--- src/common/pet_bus_params.svh ---
// Bus widths, RAM bank geometry and the RAM decode region of the shared 8-bit bus.
`ifndef PET_BUS_PARAMS_SVH
`define PET_BUS_PARAMS_SVH

// Bus widths.
`define PB_ADDR_W 16        // Address bus width.
`define PB_DATA_W 8         // Data bus width.

// RAM bank geometry.
`define PB_BANK_COUNT 4     // Number of identical RAM banks.
`define PB_BANK_IDX_W 2     // Bank index width, address bits 11..10.
`define PB_BANK_ADDR_W 10   // Word offset inside a bank, 1024 bytes each.

// RAM decode region.
// The top address bits must hold this value for any bank to respond.
`define PB_REGION_W 4       // Region field width, address bits 15..12.
`define PB_RAM_REGION 4'h0  // Region value that decodes to RAM.

// Value seen on an undriven or fought-over signal, like a pulled-up bus.
`define PB_OPEN_BUS 1'b1

`endif

--- src/common/pet_bus_pkg.sv ---
// Shared types of the bus model: bus vectors, bank select, contention flags and master states.
`default_nettype none

package pet_bus_pkg;

`include "pet_bus_params.svh"

    // Bus vectors.
    typedef logic [`PB_ADDR_W-1:0] addr_t;         // Driven or resolved address.
    typedef logic [`PB_DATA_W-1:0] data_t;         // One data byte.

    // RAM bank addressing.
    typedef logic [`PB_BANK_COUNT-1:0] bank_sel_t;  // One-hot bank select.
    typedef logic [`PB_BANK_ADDR_W-1:0] bank_word_t; // Byte offset inside a bank.

    // Sticky contention flags, one per resolved signal.
    typedef logic [2:0] contention_t;

    localparam int unsigned CONT_ADDR = 2;          // Address bus clash.
    localparam int unsigned CONT_DATA = 1;          // Data bus clash.
    localparam int unsigned CONT_WE   = 0;          // Write-enable clash.

    // FPGA bus master FSM.
    typedef enum logic [1:0] {
        IDLE,       // Waiting for a request strobe.
        WAIT_BUS,   // Request latched, CPU still owns the bus.
        DRIVE,      // Master drives the bus for one cycle.
        DONE        // Completion pulse, read data valid.
    } master_state_t;

endpackage

`default_nettype wire

--- src/fpga_bus_master.sv ---
// FPGA bus master that runs one single read or write cycle per request strobe.
`timescale 1ns/1ps
`default_nettype none

`include "pet_bus_params.svh"

module fpga_bus_master
    import pet_bus_pkg::*;
(
    input  logic  clock_i,
    input  logic  arst_n_i,

    // Request side.
    input  logic  req_i,          // One-cycle request strobe.
    input  addr_t req_addr_i,
    input  data_t req_data_i,
    input  logic  req_we_n_i,     // Low for a write.

    // Bus ownership and resolved read data.
    input  logic  cpu_be_i,       // CPU owns the bus while high.
    input  data_t bus_data_i,
    input  logic  data_driven_i,

    // Master bus drivers.
    output addr_t m_addr_o,
    output data_t m_data_o,
    output logic  m_we_n_o,
    output logic  m_oe_o,         // High in the DRIVE cycle only.

    // Response side.
    output logic  busy_o,
    output logic  done_o,
    output data_t rd_data_o
);

    master_state_t state_q;
    master_state_t state_d;

    addr_t addr_q;                // Latched request.
    data_t data_q;
    logic  we_n_q;
    data_t rd_data_q;             // Captured read byte.

    // Next state.
    always_comb begin
        state_d = state_q;
        case (state_q)
            IDLE:     if (req_i) state_d = cpu_be_i ? WAIT_BUS : DRIVE;
            WAIT_BUS: if (!cpu_be_i) state_d = DRIVE; // Defer until the CPU lets go.
            DRIVE:    state_d = DONE;                 // Exactly one bus cycle.
            DONE:     state_d = IDLE;
            default:  state_d = IDLE;
        endcase
    end

    always_ff @(posedge clock_i or negedge arst_n_i) begin
        if (!arst_n_i) begin
            state_q <= IDLE;
        end else begin
            state_q <= state_d;
        end
    end

    // Request latch and read capture.
    always_ff @(posedge clock_i) begin
        if (state_q == IDLE && req_i) begin
            addr_q <= req_addr_i;
            data_q <= req_data_i;
            we_n_q <= req_we_n_i;
        end
        if (state_q == DRIVE && we_n_q) begin
            // An undriven bus reads back as open-bus ones.
            rd_data_q <= data_driven_i ? bus_data_i : {`PB_DATA_W{`PB_OPEN_BUS}};
        end
    end

    assign m_addr_o  = addr_q;
    assign m_data_o  = data_q;    // Resolver only takes it on a write.
    assign m_we_n_o  = we_n_q;
    assign m_oe_o    = (state_q == DRIVE);
    assign busy_o    = (state_q != IDLE);
    assign done_o    = (state_q == DONE);
    assign rd_data_o = rd_data_q;

endmodule

`default_nettype wire

--- config.mk ---
export PLATFORM = sky130hd
export DESIGN_NAME = fpga_bus_master
export DESIGN_NICKNAME = d
export VERILOG_FILES = /design/src/common/pet_bus_pkg.sv /design/src/fpga_bus_master.sv
export VERILOG_INCLUDE_DIRS = /design/src /design/src/common
export SDC_FILE = /design/constraint.sdc
export NUM_CORES = 1
export LEC_CHECK = 0
export BUFFER_PORTS_ARGS = -buffer_cell sky130_fd_sc_hd__buf_2
export CORE_MARGIN = 2
export CORE_UTILIZATION = 42
export CTS_CLUSTER_DIAMETER = 120
export DETAILED_ROUTE_END_ITERATION = 8
export PLACE_DENSITY = 0.85
export SYNTH_ARGS = -nofsm -noshare
export SYNTH_HDL_FRONTEND = slang
export SYNTH_SLANG_ARGS = --single-unit
--- constraint.sdc ---
create_clock -name clock_i -period 2.1 [get_ports clock_i]
set_clock_uncertainty 0.05 [all_clocks]
set_input_delay 0.21 -clock clock_i [delete_from_list [all_inputs] [get_ports clock_i]]
set_output_delay 0.21 -clock clock_i [all_outputs]
set_load 0.01 [all_outputs]
==> flow_metrics.env <==
export IMPL_cts_max_path_buffers=2
export IMPL_nNetsFinal=210
export IMPL_synth_distinct_cells=10
export IMPL_r2r_end="m_data_o[6]"
export IMPL_drt_iter0_drc=32
export IMPL_crit_path_max_incr_delay_ns=0.50
export IMPL_rows=19
export IMPL_syn_instance_count=60
export IMPL_cp_end_kind="flip-flop"
export IMPL_path_max_fanout=25
export IMPL_grt_max_degree=26
export IMPL_hp_class="in2reg"
export IMPL_port_buffers=73
export IMPL_core_sq_um=2780
export IMPL_cts_sinks=35
export IMPL_crit_arrival_ns=1.59
export IMPL_grt_pass1_wl_um=3750
export IMPL_slew_headroom_pct=64.0
export IMPL_hold_end="rd_data_o[1]"
export IMPL_setup_tns_ns=0
export IMPL_synthesis_nets=104
export IMPL_maxSlewViolCount=0
export IMPL_cp_start_kind="flip-flop"
export IMPL_ff_latch_area_sq_um=1040
export IMPL_clk_latency_ns=0.32
export IMPL_grt_setup_unrepaired="false"
export IMPL_worstReg2RegStart="state_q[0]"
export IMPL_layout_commonest_cell="buf_2"
export IMPL_initial_utilization_pct=44.9
export IMPL_gr_total_overflow=0
export IMPL_layout_drive_gt1_share_pct=49.7
export IMPL_avgSynthCellArea_sq_um=20.8
export IMPL_hold_depth=2
export IMPL_ctsHoldBuffers=24
export IMPL_fillerInstances=204
export IMPL_worstSetupPathType="reg2reg"
export IMPL_r2r_cells=3
export IMPL_worst_r2r_setup_slack_ns=0.43
export IMPL_p_per_area_nw_per_um2=986
export IMPL_ios=74
export IMPL_cts_resized=0
export IMPL_htree_levels=2
export IMPL_seq_area_frac_synth_pct=83.3
export IMPL_cts_setup_buffers=0
export IMPL_ir_drop_uv=936
export IMPL_hold_viol_final=0
export IMPL_die_x_um=58.6
export IMPL_path_cells="inv_1 > ha_1 > and2_2"
export IMPL_whs_ns=0.0917
export IMPL_worstMarginPinSlew_ns=0.540
export IMPL_drcViolationCount=0
export IMPL_fmax_mhz=597
export IMPL_path_clk_slew_ns=0.09
export IMPL_place_congestion=0.645
export IMPL_grtUsageTotal_pct=15.6
export IMPL_diodes=0
export IMPL_antenna_found_initial=0
export IMPL_clock_root_buffer="clkbuf_4"
export IMPL_wl_per_cell_um=13.2
export IMPL_hp_start="bus_data_i[1]"
export IMPL_crit_required_ns=2.02
export IMPL_setup_viol=0
export IMPL_mostFrequentLayoutCells="buf_2 (73), edfxtp_1 (33), dlygate4sd3_1 (26)"
export IMPL_min_period_ns=1.67
export IMPL_dieArea_sq_um=3430
export IMPL_first_global_vias=854
export IMPL_cp_slowest_cell="and2_2"
export IMPL_postRouteWirelength_um=2610
export IMPL_min_period_over_period_pct=79.7
export IMPL_netlist_area_sq_um=1250
export IMPL_synth_seq_cells=35
export IMPL_area_delta_synth_final_pct=59.3
export IMPL_detail_route_antenna_nets=0
export IMPL_die_y_um=58.6
export IMPL_cts_inserted_buffers=5
export IMPL_status="completed"
export IMPL_cts_tree="built"
export IMPL_drv_cap=0
export IMPL_vias_per_cell=4.43
export IMPL_vias=877
export IMPL_p_leak_nw=0.880
export IMPL_multi_input_area_sq_um=194
export IMPL_first_pass_iters=4
export IMPL_yosys_warnings=0
## metal layers
layer	vias to the layer above	share of wire [%]	track usage [%]
li1	430	-	-
met5	-	0	0
met2	57	51	27.8
met1	385	35	15.5
met3	5	12	6.81
met4	0	1.8	6.98
## final cells by class
class	instances	area share (%)
clock buffers	5	1.89
multi-input cells	21	9.74
inverters	4	0.754
repair buffers	99	31.4
flip-flops and latches	35	52.3
clock inverters	3	1.95
well taps	31	1.95
## through the flow
step / utilization, % / setup slack, ns / total power [mW] / instance area, sq um / instances
after floorplan: - / 0.585 / 1.29 / 1250 / 60
after global placement: 59.5 / 0.468 / 1.48 / 1650 / 164
after detailed placement: 59.5 / 0.387 / 1.51 / 1650 / 164
after CTS: 70.9 / 0.377 / 1.99 / 1970 / 196
after global routing: 71.6 / 0.302 / 2.08 / 1990 / 198
final: 71.6 / 0.426 / 1.96 / 1990 / 198
## how the worst max path moves through the flow
| stage | from | to | slack [ns] |
|---|---|---|---|
| 6_report | state_q[0] | m_data_o[6] | 0.43 |
| 5_1_grt | state_q[0] | m_we_n_o | 0.30 |
| 4_1_cts | state_q[0] | m_we_n_o | 0.38 |
| 3_5_place_dp | state_q[0] | m_data_o[7] | 0.39 |
| 3_3_place_gp | state_q[0] | m_addr_o[7] | 0.47 |
| 2_1_floorplan | state_q[0] | m_addr_o[0] | 0.59 |
## cell families after synthesis
group	Yosys count	share of synthesized area (%)
adder cells (fa/ha/maj)	6	6.01
AND/OR/NAND/NOR	10	5.11
flip-flops	35	83.3
AO/OA/AOI/OAI	1	1.20
multiplexers	4	3.20
buffers and inverters	4	1.20
## sequential cells by signal (all words and copies together), names as in the netlist
name / flops
rd_data_o: 8
m_addr_o: 16
m_data_o: 8
m_we_n_o: 1
state_q: 2
## worst max-delay path: cells and delay by family, from the launching register on
family                     cells  cell delay (ns)
and+or+nand+nor                1             0.50
adders and majority gates      1             0.20
DFF                            1             0.41
buffers and inverters          1             0.16
## synth_stat cells
cell	n	area, sq um
a2bb2oi_2	1	15.0
and2_1	1	6.26
and2_2	1	7.51
dfrtp_1	2	50.1
edfxtp_1	33	991
ha_1	6	75.1
inv_1	3	11.3
inv_2	1	3.75
mux2i_1	4	40.0
nand2b_1	8	50.1
## report_power, final
part           total (mW)  internal, mW  leakage, nW  switching (mW)
logic               0.541         0.237        0.512           0.304
registers           0.976         0.935        0.325          0.0410
clock network       0.445         0.245       0.0426           0.200
No activity file was read; power rests on OpenSTA's default activity.
