`src/common/pet_bus_params.svh`:
```
// Bus widths, RAM bank geometry and the RAM decode region of the shared 8-bit bus.
`ifndef PET_BUS_PARAMS_SVH
`define PET_BUS_PARAMS_SVH

// Bus widths.
`define PB_ADDR_W 16        // Address bus width.
`define PB_DATA_W 8         // Data bus width.

// RAM bank geometry.
`define PB_BANK_COUNT 4     // Number of identical RAM banks.
`define PB_BANK_IDX_W 2     // Bank index width, address bits 11..10.
`define PB_BANK_ADDR_W 10   // Word offset inside a bank, 1024 bytes each.

// RAM decode region.
// The top address bits must hold this value for any bank to respond.
`define PB_REGION_W 4       // Region field width, address bits 15..12.
`define PB_RAM_REGION 4'h0  // Region value that decodes to RAM.

// Value seen on an undriven or fought-over signal, like a pulled-up bus.
`define PB_OPEN_BUS 1'b1

`endif

```
`src/common/pet_bus_pkg.sv`:
```
// Shared types of the bus model: bus vectors, bank select, contention flags and master states.
`default_nettype none

package pet_bus_pkg;

`include "pet_bus_params.svh"

    // Bus vectors.
    typedef logic [`PB_ADDR_W-1:0] addr_t;         // Driven or resolved address.
    typedef logic [`PB_DATA_W-1:0] data_t;         // One data byte.

    // RAM bank addressing.
    typedef logic [`PB_BANK_COUNT-1:0] bank_sel_t;  // One-hot bank select.
    typedef logic [`PB_BANK_ADDR_W-1:0] bank_word_t; // Byte offset inside a bank.

    // Sticky contention flags, one per resolved signal.
    typedef logic [2:0] contention_t;

    localparam int unsigned CONT_ADDR = 2;          // Address bus clash.
    localparam int unsigned CONT_DATA = 1;          // Data bus clash.
    localparam int unsigned CONT_WE   = 0;          // Write-enable clash.

    // FPGA bus master FSM.
    typedef enum logic [1:0] {
        IDLE,       // Waiting for a request strobe.
        WAIT_BUS,   // Request latched, CPU still owns the bus.
        DRIVE,      // Master drives the bus for one cycle.
        DONE        // Completion pulse, read data valid.
    } master_state_t;

endpackage

`default_nettype wire

```
`src/bus_resolver.sv`:
```
// Bus resolver that merges all drivers of address, data and write enable and records clashes.
`timescale 1ns/1ps
`default_nettype none

`include "pet_bus_params.svh"

module bus_resolver
    import pet_bus_pkg::*;
(
    input  logic        clock_i,
    input  logic        arst_n_i,
    input  logic        clear_i,        // Clears the sticky flags.

    // FPGA master drivers.
    input  addr_t       m_addr_i,
    input  data_t       m_data_i,
    input  logic        m_we_n_i,
    input  logic        m_oe_i,

    // External CPU drivers.
    input  logic        cpu_be_i,
    input  addr_t       cpu_addr_i,
    input  data_t       cpu_data_i,
    input  logic        cpu_we_n_i,

    // Merged RAM driver.
    input  data_t       ram_data_i,
    input  logic        ram_drive_i,
    input  logic        bank_clash_i,

    // Resolved bus.
    output addr_t       bus_addr_o,
    output data_t       bus_data_o,
    output logic        bus_we_n_o,
    output logic        addr_driven_o,
    output logic        data_driven_o,

    output contention_t contention_o
);

    logic [1:0]  addr_mask;   // {cpu, master}
    logic [2:0]  data_mask;   // {ram, cpu, master}
    logic [1:0]  we_mask;     // {cpu, master}
    contention_t clash;       // Clash seen in this cycle.
    contention_t flags_q;

    assign addr_mask = {cpu_be_i, m_oe_i};
    assign data_mask = {ram_drive_i, cpu_be_i & ~cpu_we_n_i, m_oe_i & ~m_we_n_i};
    assign we_mask   = {cpu_be_i, m_oe_i};

    // Address mux. No driver or a fight gives open bus.
    always_comb begin
        case (addr_mask)
            2'b01:   bus_addr_o = m_addr_i;
            2'b10:   bus_addr_o = cpu_addr_i;
            default: bus_addr_o = {`PB_ADDR_W{`PB_OPEN_BUS}};
        endcase
    end

    // Data mux.
    always_comb begin
        case (data_mask)
            3'b001:  bus_data_o = m_data_i;
            3'b010:  bus_data_o = cpu_data_i;
            3'b100:  bus_data_o = ram_data_i;
            default: bus_data_o = {`PB_DATA_W{`PB_OPEN_BUS}};
        endcase
    end

    // Write-enable mux. Pulled high means read.
    always_comb begin
        case (we_mask)
            2'b01:   bus_we_n_o = m_we_n_i;
            2'b10:   bus_we_n_o = cpu_we_n_i;
            default: bus_we_n_o = `PB_OPEN_BUS;
        endcase
    end

    assign addr_driven_o = |addr_mask;
    assign data_driven_o = |data_mask;

    always_comb begin
        clash            = '0;
        clash[CONT_ADDR] = &addr_mask;
        clash[CONT_DATA] = !$onehot0(data_mask) || bank_clash_i; // Two banks at once count too.
        clash[CONT_WE]   = &we_mask;
    end

    // Sticky flags. A clash in the clear cycle is still kept.
    always_ff @(posedge clock_i or negedge arst_n_i) begin
        if (!arst_n_i) begin
            flags_q <= '0;
        end else begin
            flags_q <= (clear_i ? contention_t'(0) : flags_q) | clash;
        end
    end

    assign contention_o = flags_q;

endmodule

`default_nettype wire

```
`config.mk`:
```
export PLATFORM = sky130hd
export DESIGN_NAME = bus_resolver
export DESIGN_NICKNAME = d
export VERILOG_FILES = /design/src/common/pet_bus_pkg.sv /design/src/bus_resolver.sv
export VERILOG_INCLUDE_DIRS = /design/src /design/src/common
export SDC_FILE = /design/constraint.sdc
export NUM_CORES = 1
export LEC_CHECK = 0
export ABC_AREA = 1
export BUFFER_PORTS_ARGS = -buffer_cell sky130_fd_sc_hd__buf_2
export CAP_MARGIN = 5
export CORE_MARGIN = 4
export CORE_UTILIZATION = 33
export CTS_CLUSTER_SIZE = 20
export DETAILED_ROUTE_END_ITERATION = 10
export PLACE_DENSITY = 0.93
export SLEW_MARGIN = 20
export SYNTH_ARGS = -nofsm -noshare
export SYNTH_HDL_FRONTEND = slang
export SYNTH_SLANG_ARGS = --single-unit
export TNS_END_PERCENT = 100
```
`constraint.sdc`:
```
create_clock -name clock_i -period 2.2 [get_ports clock_i]
set_clock_uncertainty 0.2 [all_clocks]
set_input_delay 0.44 -clock clock_i [delete_from_list [all_inputs] [get_ports clock_i]]
set_output_delay 0.44 -clock clock_i [all_outputs]
set_load 0.02 [all_outputs]
```
==> qor_table.md <==
| Item | Reported |
| --- | --- |
| Run status | completed |
| Final worst-path cycle share | 0.9536 |
| Buffers added on ports | 94 |
| Area enclosed by the die boundary | 3239 µm² |
| Post-layout instance count excluding filler cells | 273 |
| Min-delay src | bank_clash_i |
| Mean post-synth cell area | 5.335 µm² |
| Count of final setup violators | 0 |
| Post-layout minimum cycle time | 2.098 ns |
| Number of buffers created by CTS | 3 |
| Critical register-to-register path startpoint | contention_o[1] |
| Static leakage | 0.8097 nW |
| Clock transition at path regs | 0.04 ns |
| Final weighted congestion of routability-driven global placement | 0.7888 |
| Post-CTS repair timing setup buffer count | 0 |
| Largest net degree at the start of global routing | 18 |
| Max-capacitance violation count | 0 |
| Sequential-to-total area share from yosys stat | 0.09509 |
| P&R area growth vs syn | 71.63% |
| Clk sink count | 3 |
| Horizontal extent of the die | 56.91 µm |
| H-tree lvl count | 1 |
| End point of the worst hold path | contention_o[1] |
| Number of inserted diodes | 0 |
| Commonest non-fill, non-tap cell in the layout | sky130_fd_sc_hd__buf_2 |
| Total global routing track utilization | 0.1835 |
| Instance count of the mapped netlist | 148 |
| Number of detailed-routing iterations run before antenna repair | 4 |
| Antenna violations before repair | 0 |
| Required time of the critical path | 1.56 ns |
| Count of cell types in the netlist | 17 |
| Final ANT Viol Nets | 0 |
| Largest driver fanout on the critical path | 17 |
| Vert. Die Dim | 56.91 µm |
| Number of synthesized register bits | 3 |
| Most frequent cells in the layout | sky130_fd_sc_hd__buf_2, sky130_fd_sc_hd__nand2_1, sky130_fd_sc_hd__nand3_1 |
| Post-layout worst setup margin | 0.1022 ns |
| Crit path capture type | output pin |
| Worst-margin pin slew | 0.2813 ns |
| Data arrival time of the critical path | 1.46 ns |
| Detailed router's first-iteration violation count | 38 |
| Fraction of final layout cells sized beyond drive strength 1 | 0.4653 |
| Hold Path Class | primary input to register |
| Grt total ovfl | 0 |
| Worst setup slack for register-to-register paths | 1.26 ns |
| Average detailed-routed wire length per instance | 10.73 µm |
| Number of top-level pins | 95 |
| Total wire length after detailed routing | 2928 µm |
| Upper clock frequency limit | 0.4767 GHz |
| Largest register FFs | 3 |
| Synthesized net count | 218 |
| Number of placed cells counting well taps | 268 |
| Total DRC errors in the routed layout | 0 |
| Starting density of the core | 0.3502 |
| Cell at the root of the clock tree | sky130_fd_sc_hd__clkbuf_4 |
| Largest voltage drop on the vdd net | 0.0002517 V |
| Final layout net count | 316 |
| HPWL after detailed placement | 2532 µm |
| Synthesized cell area | 789.5 µm² |
| Setup repair after global routing missed its margin | true |
| Max clock buf depth | 2 |
| Total negative setup slack | 0 ns |
| Number of cell instances on the worst register-to-register path | 2 |
| Vias per cell | 4.692 |
| Startpoint class of the critical path | primary input |
| Post-Place Setup Slack | -0.02595 ns |
| Slew margin rel. | 0.8125 |
| Vias | 1,281 |
| Global-route wire length before repair | 4933 µm |
| Clock tree from TritonCTS | yes |
| Final number of hold-violating endpoints | 0 |
| Class of the most critical setup path | primary input to output pin |
| Number of rows created at floorplan | 17 |
| Number of inserted filler cells in the final layout | 246 |
| Final Max Slew Viols | 0 |
| RR Endpoint | contention_o[1] |
| P per Cell Area | 362.0 nW/µm² |
| Standard cell core area | 2255 µm² |
| Number of global-route vias before repair | 1,240 |
| Synth warn | 0 |
| Post-layout utilization of the core | 0.6010 |
| Worst Hold Path Cells | 3 |
| Worst skew pair latency | 0.23 ns |
-- layout make-up --
class	instances	area, µm²	area share
Tap cell	28	35.03	0.02585
Clock buffer	4	26.28	0.01939
Timing Repair Buffer	102	560.5	0.4137
Sequential cell	3	75.07	0.05540
Inverter	16	60.06	0.04432
Multi-Input combinational cell	120	598.1	0.4414
-- worst max path at each step --
stage,startpoint,end,slack (ns),cells past startpoint
final,m_oe_i,bus_addr_o[12],0.10,5
after global routing,cpu_be_i,bus_addr_o[10],-0.01,5
after CTS,m_oe_i,bus_addr_o[1],0.10,5
after detailed placement,m_oe_i,bus_addr_o[1],-0.03,5
after global placement,m_oe_i,bus_addr_o[1],-0.03,5
after floorplan,m_oe_i,bus_addr_o[10],0.12,5
-- synthesized netlist by cell type --
cell type	count	share of area
sky130_fd_sc_hd__nor2_4	2	0.029
sky130_fd_sc_hd__inv_2	3	0.014
sky130_fd_sc_hd__a21oi_1	1	0.0063
sky130_fd_sc_hd__o211ai_1	1	0.0095
sky130_fd_sc_hd__nand2_2	2	0.016
sky130_fd_sc_hd__nor2_1	16	0.076
sky130_fd_sc_hd__dfrtp_1	3	0.095
sky130_fd_sc_hd__nand2_1	56	0.27
sky130_fd_sc_hd__inv_1	13	0.062
sky130_fd_sc_hd__buf_6	2	0.029
sky130_fd_sc_hd__clkbuf_1	1	0.0047
sky130_fd_sc_hd__nand3_1	19	0.12
sky130_fd_sc_hd__nand4_1	16	0.13
sky130_fd_sc_hd__buf_2	5	0.032
sky130_fd_sc_hd__nand3_2	2	0.025
sky130_fd_sc_hd__buf_4	1	0.0095
sky130_fd_sc_hd__ha_1	5	0.079
-- timing repair --
item	4_1_cts	5_1_grt
resized for setup	1	1
pin swaps	0	0
setup endpoints to repair	17	2
hold buffers	1	0
hold endpoints to repair	3	0
-- kinds of logic (layout without fill, tap and decap cells) --
family                   count (synthesis)  in the layout  share of synthesized area
buffers and inverters                   25            122                     0.1505
flip-flops                               3              3                    0.09508
AO/OA/AOI/OAI                            2              2                    0.01585
adder cells (fa/ha/maj)                  5              5                    0.07924
AND/OR/NAND/NOR                        113            113                     0.6593
-- critical path: stages --
cell	delay [ns]
sky130_fd_sc_hd__buf_2	0.12
sky130_fd_sc_hd__inv_1	0.10
sky130_fd_sc_hd__ha_2	0.51
sky130_fd_sc_hd__nand3_1	0.11
sky130_fd_sc_hd__buf_2	0.17
-- per-layer routing --
| layer | vias to the layer above | track usage | part of all wire |
|---|---|---|---|
| met4 | 0 | 0.05629 | 0.0061 |
| met1 | 559 | 0.2057 | 0.36 |
| li1 | 673 | - | - |
| met2 | 47 | 0.3475 | 0.56 |
| met5 | - | 0 | 0 |
| met3 | 2 | 0.02989 | 0.074 |
-- report_power, final --
part | switching (W) | internal [W]
registers | 0.00000198 | 0.0000602
clock network | 0.0000289 | 0.0000680
logic | 0.000196 | 0.000135
-- through the flow --
| stage | hold slack [ns] | instance area (µm²) | power (W) |
|---|---|---|---|
| after global placement | 0.03532 | 1314 | 0.0003872 |
| final | 0.2204 | 1355 | 0.0004905 |
| after global routing | 0.2391 | 1355 | 0.0005375 |
| after CTS | 0.2167 | 1353 | 0.0004961 |
| after floorplan | -0.05559 | 789.5 | 0.0002512 |
| after detailed placement | 0.03773 | 1314 | 0.0003927 |
No activity file was read; power rests on OpenSTA's default activity.
