[config.mk]
export PLATFORM = sky130hd
export DESIGN_NAME = bank_read_merge
export DESIGN_NICKNAME = d
export VERILOG_FILES = /design/src/common/pet_bus_pkg.sv /design/src/ram_array/bank_read_merge.sv
export VERILOG_INCLUDE_DIRS = /design/src /design/src/common
export SDC_FILE = /design/constraint.sdc
export NUM_CORES = 1
export LEC_CHECK = 0
export BUFFER_PORTS_ARGS = -buffer_cell sky130_fd_sc_hd__buf_2
export CAP_MARGIN = 20
export CORE_AREA = 8 8 45 47
export DETAILED_ROUTE_END_ITERATION = 12
export DIE_AREA = 0 0 53 55
export GPL_TIMING_DRIVEN = 0
export PLACE_DENSITY_LB_ADDON = 0.05
export SYNTH_ARGS = -nofsm -noshare
export SYNTH_HDL_FRONTEND = slang
export SYNTH_SLANG_ARGS = --single-unit
[constraint.sdc]
create_clock -name vclk -period 1.09
set_input_delay 0.218 -clock vclk [all_inputs]
set_output_delay 0.218 -clock vclk [all_outputs]
set_load 0.05 [all_outputs]
[src/common/pet_bus_params.svh]
// Bus widths, RAM bank geometry and the RAM decode region of the shared 8-bit bus.
`ifndef PET_BUS_PARAMS_SVH
`define PET_BUS_PARAMS_SVH

// Bus widths.
`define PB_ADDR_W 16        // Address bus width.
`define PB_DATA_W 8         // Data bus width.

// RAM bank geometry.
`define PB_BANK_COUNT 4     // Number of identical RAM banks.
`define PB_BANK_IDX_W 2     // Bank index width, address bits 11..10.
`define PB_BANK_ADDR_W 10   // Word offset inside a bank, 1024 bytes each.

// RAM decode region.
// The top address bits must hold this value for any bank to respond.
`define PB_REGION_W 4       // Region field width, address bits 15..12.
`define PB_RAM_REGION 4'h0  // Region value that decodes to RAM.

// Value seen on an undriven or fought-over signal, like a pulled-up bus.
`define PB_OPEN_BUS 1'b1

`endif

[src/common/pet_bus_pkg.sv]
// Shared types of the bus model: bus vectors, bank select, contention flags and master states.
`default_nettype none

package pet_bus_pkg;

`include "pet_bus_params.svh"

    // Bus vectors.
    typedef logic [`PB_ADDR_W-1:0] addr_t;         // Driven or resolved address.
    typedef logic [`PB_DATA_W-1:0] data_t;         // One data byte.

    // RAM bank addressing.
    typedef logic [`PB_BANK_COUNT-1:0] bank_sel_t;  // One-hot bank select.
    typedef logic [`PB_BANK_ADDR_W-1:0] bank_word_t; // Byte offset inside a bank.

    // Sticky contention flags, one per resolved signal.
    typedef logic [2:0] contention_t;

    localparam int unsigned CONT_ADDR = 2;          // Address bus clash.
    localparam int unsigned CONT_DATA = 1;          // Data bus clash.
    localparam int unsigned CONT_WE   = 0;          // Write-enable clash.

    // FPGA bus master FSM.
    typedef enum logic [1:0] {
        IDLE,       // Waiting for a request strobe.
        WAIT_BUS,   // Request latched, CPU still owns the bus.
        DRIVE,      // Master drives the bus for one cycle.
        DONE        // Completion pulse, read data valid.
    } master_state_t;

endpackage

`default_nettype wire

[src/ram_array/bank_read_merge.sv]
// RAM read merge that folds all bank outputs into one data driver and flags multiple drivers.
`timescale 1ns/1ps
`default_nettype none

`include "pet_bus_params.svh"

module bank_read_merge
    import pet_bus_pkg::*;
(
    input  data_t [`PB_BANK_COUNT-1:0] rd_data_i,   // Raw byte from each bank.
    input  bank_sel_t                  drive_i,     // Drive level of each bank.

    output data_t                      ram_data_o,  // Merged RAM driver.
    output logic                       ram_drive_o,
    output logic                       bank_clash_o // More than one bank drives.
);

    // AND-OR select over all banks.
    always_comb begin
        ram_data_o = '0;
        for (int unsigned b = 0; b < `PB_BANK_COUNT; b++) begin
            if (drive_i[b]) begin
                ram_data_o = ram_data_o | rd_data_i[b];
            end
        end
    end

    assign ram_drive_o  = |drive_i;
    assign bank_clash_o = !$onehot0(drive_i);   // Decoder fault or overlap.

endmodule

`default_nettype wire

==> results of run 1 <==
==> timing repair <==
action | 4_1_cts | 5_1_grt
endpoints found under the setup margin | 2 | 10
gates resized for setup | 30 | 8
buffers inserted | 4 | 0
pin swaps | 2 | 3
==> layer usage <==
layer	wire length, um	vias up	part of all wire
met5	0	-	0
li1	-	231	-
met3	137	0	0.098
met4	0	0	0
met2	721	24	0.52
met1	539	197	0.39
==> stage by stage <==
step	cell area (um2)	hold slack (ps)	total power [mW]
global placement	510	863	0.312
CTS	642	783	0.388
finish	681	758	0.403
detailed placement	510	862	0.315
global route	681	780	0.427
floorplan	280	771	0.214
==> worst max-delay path: cells and delay by family <==
family	cells	cell delay, ps
adders and majority gates	1	500
buffers and inverters	3	280
AOI/OAI and AO/OA	1	140
==> cell families (layout without fill, tap and decap cells) <==
family,Yosys count,count (layout),share of synthesized area
buffers and inverters,8,54,0.229
AOI/OAI and AO/OA,17,17,0.514
adders and majority gates,2,2,0.124
and+or+nand+nor,9,9,0.133
==> cell usage after synthesis <==
cell type and count:
sky130_fd_sc_hd__fa_1 1, sky130_fd_sc_hd__inv_1 4, sky130_fd_sc_hd__a22oi_1 14, sky130_fd_sc_hd__buf_6 4, sky130_fd_sc_hd__a22oi_2 2, sky130_fd_sc_hd__nand3_1 1, sky130_fd_sc_hd__o21ai_1 1, sky130_fd_sc_hd__nand2_1 8
sky130_fd_sc_hd__ha_1 1
==> worst max-delay path by stage <==
stage	slack [ps]	start	to
after floorplan	-350	drive_i[3]	bank_clash_o
after global placement	-430	drive_i[3]	bank_clash_o
after detailed placement	-440	drive_i[1]	bank_clash_o
after CTS	-270	drive_i[1]	bank_clash_o
after global routing	-290	drive_i[1]	bank_clash_o
final	-260	drive_i[1]	bank_clash_o
==> report_power, final <==
part / internal [mW] / switching, mW
sequential: 0 / 0
combinational: 0.185 / 0.217
clock: 0 / 0
==> final cells by class <==
type               instances  area, um2  share of cell area
well taps                 16       20.0              0.0294
repair buffers            46        310               0.456
inverters                  4       20.0              0.0294
plain buffers              4       71.3               0.105
multi-input cells         28        259               0.381
==> impl_results.rst, run 1 <==
.. list-table::
   :header-rows: 1

   * - Metric
     - Value
   * - Layout sequential cell count
     - 0
   * - Floorplan die area
     - 2920 um2
   * - Syn_nets
     - 74
   * - Final worst-path setup slack
     - -265 ps
   * - Classification of the worst setup path
     - in -> out
   * - Average wire per cell in the routed design
     - 14.3 um
   * - Worst Tran Pin Value
     - 157 ps
   * - Number of standard cells after synthesis
     - 36
   * - Yosys top cell area share
     - 0.400
   * - Share of the cycle needed by the critical path after routing
     - 1.24
   * - ANT cells
     - 0
   * - Mapped Avg Cell Area
     - 7.30 um2
   * - Vias after detailed routing
     - 452
   * - GR Layer Usage met2
     - 0.148
   * - Die outline width
     - 53 um
   * - I/O Pins
     - 46
   * - Worst-case vdd ir drop
     - 0.251 mV
   * - Worst Hold Path EP
     - ram_drive_o
   * - Fin cells
     - 98
   * - Maxcap violations
     - 0
   * - Worst path arrival time
     - 1140 ps
   * - Largest net degree at the start of global routing
     - 10
   * - Hold bufs inserted after CTS
     - 0
   * - Cell type contributing the most total cell area after synthesis
     - sky130_fd_sc_hd__a22oi_1
   * - Final number of setup-violating endpoints
     - 2
   * - Area added between synthesis and finish
     - 159%
   * - Global-route wire length before repair
     - 1.95 mm
   * - Port bufs
     - 42
   * - Site row count
     - 14
   * - Count of TritonRoute iterations in the first routing pass
     - 3
   * - Final hold viol count
     - 0
   * - Upper clock frequency limit
     - 738 MHz
   * - Share of layout cells above drive strength 1
     - 0.793
   * - Global-route layer with the greatest usage
     - met2
   * - P_leak
     - 0.345 nW
   * - Initial antenna violation count
     - 0
   * - Post-Route Setup TNS
     - -274 ps
   * - Cells along the critical path
     - buf_12, inv_4, fa_1, o21ai_4, buf_6
   * - Final Wtd Congestion
     - 0.695
   * - Most frequent cells in the layout
     - sky130_fd_sc_hd__buf_2, sky130_fd_sc_hd__buf_6, sky130_fd_sc_hd__a22oi_2
   * - RSZ-0062 raised after global routing
     - true
   * - Vias per std cell
     - 4.61
   * - Residual antenna-violating net count after detailed routing
     - 0
   * - Count of pins over their slew limit
     - 0
   * - Worst hold path startpoint
     - drive_i[3]
   * - Final Routed Wirelength
     - 1.40 mm
   * - Ranking of synthesized cells by area
     - sky130_fd_sc_hd__a22oi_1, sky130_fd_sc_hd__buf_6, sky130_fd_sc_hd__nand2_1, sky130_fd_sc_hd__a22oi_2, sky130_fd_sc_hd__fa_1
   * - Worst hold stages
     - 4
   * - Final-stage net count
     - 122
   * - Outcome
     - complete, but fails checks
   * - Number of clock buffers in the layout
     - 0
   * - Routing usage on met1
     - 0.109
   * - Power density of the placed cells
     - 591 nW/um2
   * - Floorplan Core Area
     - 1380 um2
   * - Type of element launching the critical path
     - input port
   * - Post-Synthesis Cell Area
     - 263 um2
   * - Failing checks
     - negative setup slack
   * - Vias in the first global route
     - 447
   * - Type of the worst min-delay path
     - in -> out
   * - Placed cell count
     - 94
   * - Unique cell type count in the Yosys netlist
     - 9
   * - Worst-case setup slack after placement
     - -444 ps
   * - Slew HR
     - 0.896
   * - Required @ worst endpoint
     - 870 ps
   * - Slowest Stage Delay on Critical Path
     - 500 ps
   * - YS warnings
     - 0
   * - DRC violation count after routing
     - 0
   * - Worst path slowest cell
     - sky130_fd_sc_hd__fa_1
   * - Post-synthesis sequential area ratio
     - 0
   * - Vertical die dimension
     - 55 um
   * - Layout filler cell count
     - 141
   * - Global Route Usage Sum
     - 0.0846
   * - Worst setup EP type
     - output pin
   * - Most common cell after layout, fill and taps aside
     - sky130_fd_sc_hd__buf_2
   * - Biggest fanout along the worst timing path
     - 2
   * - Met3 usage in global routing
     - 0.0187
   * - DPL Wire Length
     - 1.07 mm
   * - Congestion Overflow GR
     - 0
   * - Core Util, Final
     - 0.492
   * - Combined flip-flop and latch cell area
     - 0 um2
   * - Min Tclk post-route
     - 1350 ps
   * - Iteration-0 DRC Markers
     - 5
   * - Initial core utilization
     - 0.190
Note: power is estimated with default switching activity, not from simulation.
==> run 2, diff against run 1 <==
--- a/config.mk
+++ b/config.mk
@@ -13,6 +13,7 @@
 export DIE_AREA = 0 0 53 55
 export GPL_TIMING_DRIVEN = 0
 export PLACE_DENSITY_LB_ADDON = 0.05
+export SLEW_MARGIN = 5
 export SYNTH_ARGS = -nofsm -noshare
 export SYNTH_HDL_FRONTEND = slang
 export SYNTH_SLANG_ARGS = --single-unit
==> constraint.sdc (replaced) <==
create_clock -name vclk -period 1.2
set_input_delay 0.24 -clock vclk [all_inputs]
set_output_delay 0.24 -clock vclk [all_outputs]
set_load 0.05 [all_outputs]
==> impl_results.rst, run 2 (synthesized netlist as in run 1, its figures left out) <==
.. list-table::
   :header-rows: 1

   * - Metric
     - Value
   * - Share of layout cells above drive strength 1
     - 0.744 (was 0.793)
   * - Area added between synthesis and finish
     - 144% (was 159%)
   * - Depth of the critical timing path with buffers and inverters included
     - 5 (unchanged)
   * - Min Tclk post-route
     - 1400 ps
   * - Worst-case vdd ir drop
     - 0.226 mV (was 0.251 mV)
   * - Count of pins over their slew limit
     - 0 (unchanged)
   * - Global Route Usage Sum
     - 0.0835 (was 0.0846)
   * - Net switching power
     - 0.193 mW (was 0.217 mW)
   * - Residual antenna-violating net count after detailed routing
     - 0 (unchanged)
   * - Final number of setup-violating endpoints
     - 1 (was 2)
   * - Global-route wire length before repair
     - 1.92 mm (was 1.95 mm)
   * - Vertical die dimension
     - 55 um (unchanged)
   * - Worst setup EP type
     - output pin (unchanged)
   * - Pwr Total
     - 0.351 mW (was 0.403 mW)
   * - ANT cells
     - 0 (unchanged)
   * - Required @ worst endpoint
     - 960 ps (was 870 ps)
   * - RSZ-0062 raised after global routing
     - true (unchanged)
   * - Worst-case setup slack after placement
     - -378 ps (was -444 ps)
   * - Vias per std cell
     - 4.59 (was 4.61)
   * - Final Wtd Congestion
     - 0.695 (unchanged)
   * - Congestion Overflow GR
     - 0 (unchanged)
   * - Switching part of the total
     - 0.549 (was 0.540)
   * - Vias in the first global route
     - 432 (was 447)
   * - Type of the worst min-delay path
     - in -> out (unchanged)
   * - Layout filler cell count
     - 144 (was 141)
   * - Worst path slowest cell
     - sky130_fd_sc_hd__fa_1 (unchanged)
   * - Classification of the worst setup path
     - in -> out (unchanged)
   * - Internal power consumption
     - 0.158 mW (was 0.185 mW)
   * - Number of clock buffers in the layout
     - 0 (unchanged)
   * - Combined flip-flop and latch cell area
     - 0 um2 (unchanged)
   * - Final worst-path setup slack
     - -199 ps (was -265 ps)
   * - Comb power frac
     - 1.000 (about the same)
   * - Most common cell after layout, fill and taps aside
     - sky130_fd_sc_hd__buf_2 (unchanged)
   * - Share of total power in the clock network
     - 0 (about the same)
   * - Slew HR
     - 0.895 (was 0.896)
   * - Initial antenna violation count
     - 0 (unchanged)
   * - Vias after detailed routing
     - 450 (was 452)
   * - Worst path arrival time
     - 1160 ps (was 1140 ps)
   * - Capturing instance or port of the critical path
     - bank_clash_o (unchanged)
   * - I/O Pins
     - 46 (unchanged)
   * - Power density of the placed cells
     - 546 nW/um2 (was 591 nW/um2)
   * - Floorplan Core Area
     - 1380 um2 (unchanged)
   * - Type of element launching the critical path
     - input port (unchanged)
   * - Final hold viol count
     - 0 (unchanged)
   * - Outcome
     - complete, but fails checks (unchanged)
   * - Die outline width
     - 53 um (unchanged)
   * - Iteration-0 DRC Markers
     - 8 (was 5)
   * - Initial core utilization
     - 0.190 (unchanged)
   * - Site row count
     - 14 (unchanged)
   * - Floorplan die area
     - 2920 um2 (unchanged)
   * - Most frequent cells in the layout
     - sky130_fd_sc_hd__buf_2, sky130_fd_sc_hd__a22oi_1, sky130_fd_sc_hd__buf_6, sky130_fd_sc_hd__nand2_1 (was sky130_fd_sc_hd__buf_2, sky130_fd_sc_hd__buf_6, sky130_fd_sc_hd__a22oi_2)
   * - Largest net degree at the start of global routing
     - 10 (unchanged)
   * - Share of the cycle needed by the critical path after routing
     - 1.17
   * - Biggest fanout along the worst timing path
     - 2 (unchanged)
   * - Count of TritonRoute iterations in the first routing pass
     - 4 (was 3)
   * - Final-stage net count
     - 122 (unchanged)
   * - Critical path origin
     - drive_i[1] (unchanged)
   * - Slowest Stage Delay on Critical Path
     - 500 ps (about the same)
   * - Failing checks
     - negative setup slack (unchanged)
   * - Worst Tran Pin Value
     - 157 ps (about the same)
   * - Family with the most delay on the worst path
     - adder cells (unchanged)
   * - Final Routed Wirelength
     - 1.40 mm (about the same)
   * - Worst path buffer plus inverter count
     - 3 (unchanged)
   * - Average wire per cell in the routed design
     - 14.3 um (about the same)
   * - Layout sequential cell count
     - 0 (unchanged)
   * - DRC violation count after routing
     - 0 (unchanged)
   * - Sequential fraction of design power
     - 0 (about the same)
   * - Maxcap violations
     - 0 (unchanged)
   * - Cells along the critical path
     - buf_12, inv_4, fa_1, o21ai_4, buf_6 (unchanged)
   * - Hold bufs inserted after CTS
     - 0 (unchanged)
   * - P_leak
     - 0.336 nW (was 0.345 nW)
   * - DPL Wire Length
     - 1.07 mm (unchanged)
   * - Port bufs
     - 42 (unchanged)
   * - Upper clock frequency limit
     - 715 MHz
[run 2: cell counts in the layout (fill, tap and decap cells not counted)]
Identical to the previous run, type by type.
[run 2: repair_timing]
item,in CTS,in global routing
endpoints found under the setup margin,1,9
resized for setup,10,27
gates cloned,0,0
pin swaps,2,1
buffers inserted,4,0
[run 2: stage by stage]
step                 util  std cells  hold WS (ps)  setup TNS (ps)  cell area (um2)
floorplan               -         36           815            -286              280
global placement    0.369         94           907            -363              510
detailed placement  0.369         94           906            -378              510
CTS                 0.415         98           844            -205              574
global route        0.464         98           848            -225              642
finish              0.464         98           827            -199              642
[run 2: layer usage]
layer | vias to the layer above | track usage | share of wire
met5 | - | 0 | 0
met4 | 0 | 0 | 0
met3 | 0 | 0.0214 | 0.10
met2 | 24 | 0.148 | 0.49
met1 | 197 | 0.104 | 0.41
li1 | 229 | - | -
[run 2: worst min path at each step]
| stage | startpoint | end | slack, ps | cells past startpoint |
|---|---|---|---|---|
| after global placement | rd_data_i[30] | ram_data_o[6] | 910 | 4 |
| after CTS | drive_i[3] | ram_drive_o | 840 | 4 |
| after global routing | rd_data_i[12] | ram_data_o[4] | 850 | 4 |
| after detailed placement | rd_data_i[12] | ram_data_o[4] | 910 | 4 |
| final | rd_data_i[11] | ram_data_o[3] | 830 | 4 |
| after floorplan | drive_i[2] | bank_clash_o | 820 | 3 |
[run 2: cell type report]
class                      instances  area [um2]  area share
multi-input combinational         28         239       0.372
inverter                           4        20.0      0.0312
buffer                             4        71.3       0.111
tap                               16        20.0      0.0312
timing repair buffer              46         292       0.454
[run 2: power groups by stage]
stage                     combinational [mW]  clock [mW]  sequential [mW]
after global placement                 0.283           0                0
final                                  0.351           0                0
after floorplan                        0.194           0                0
after detailed placement               0.286           0                0
after global routing                   0.371           0                0
after CTS                              0.312           0                0
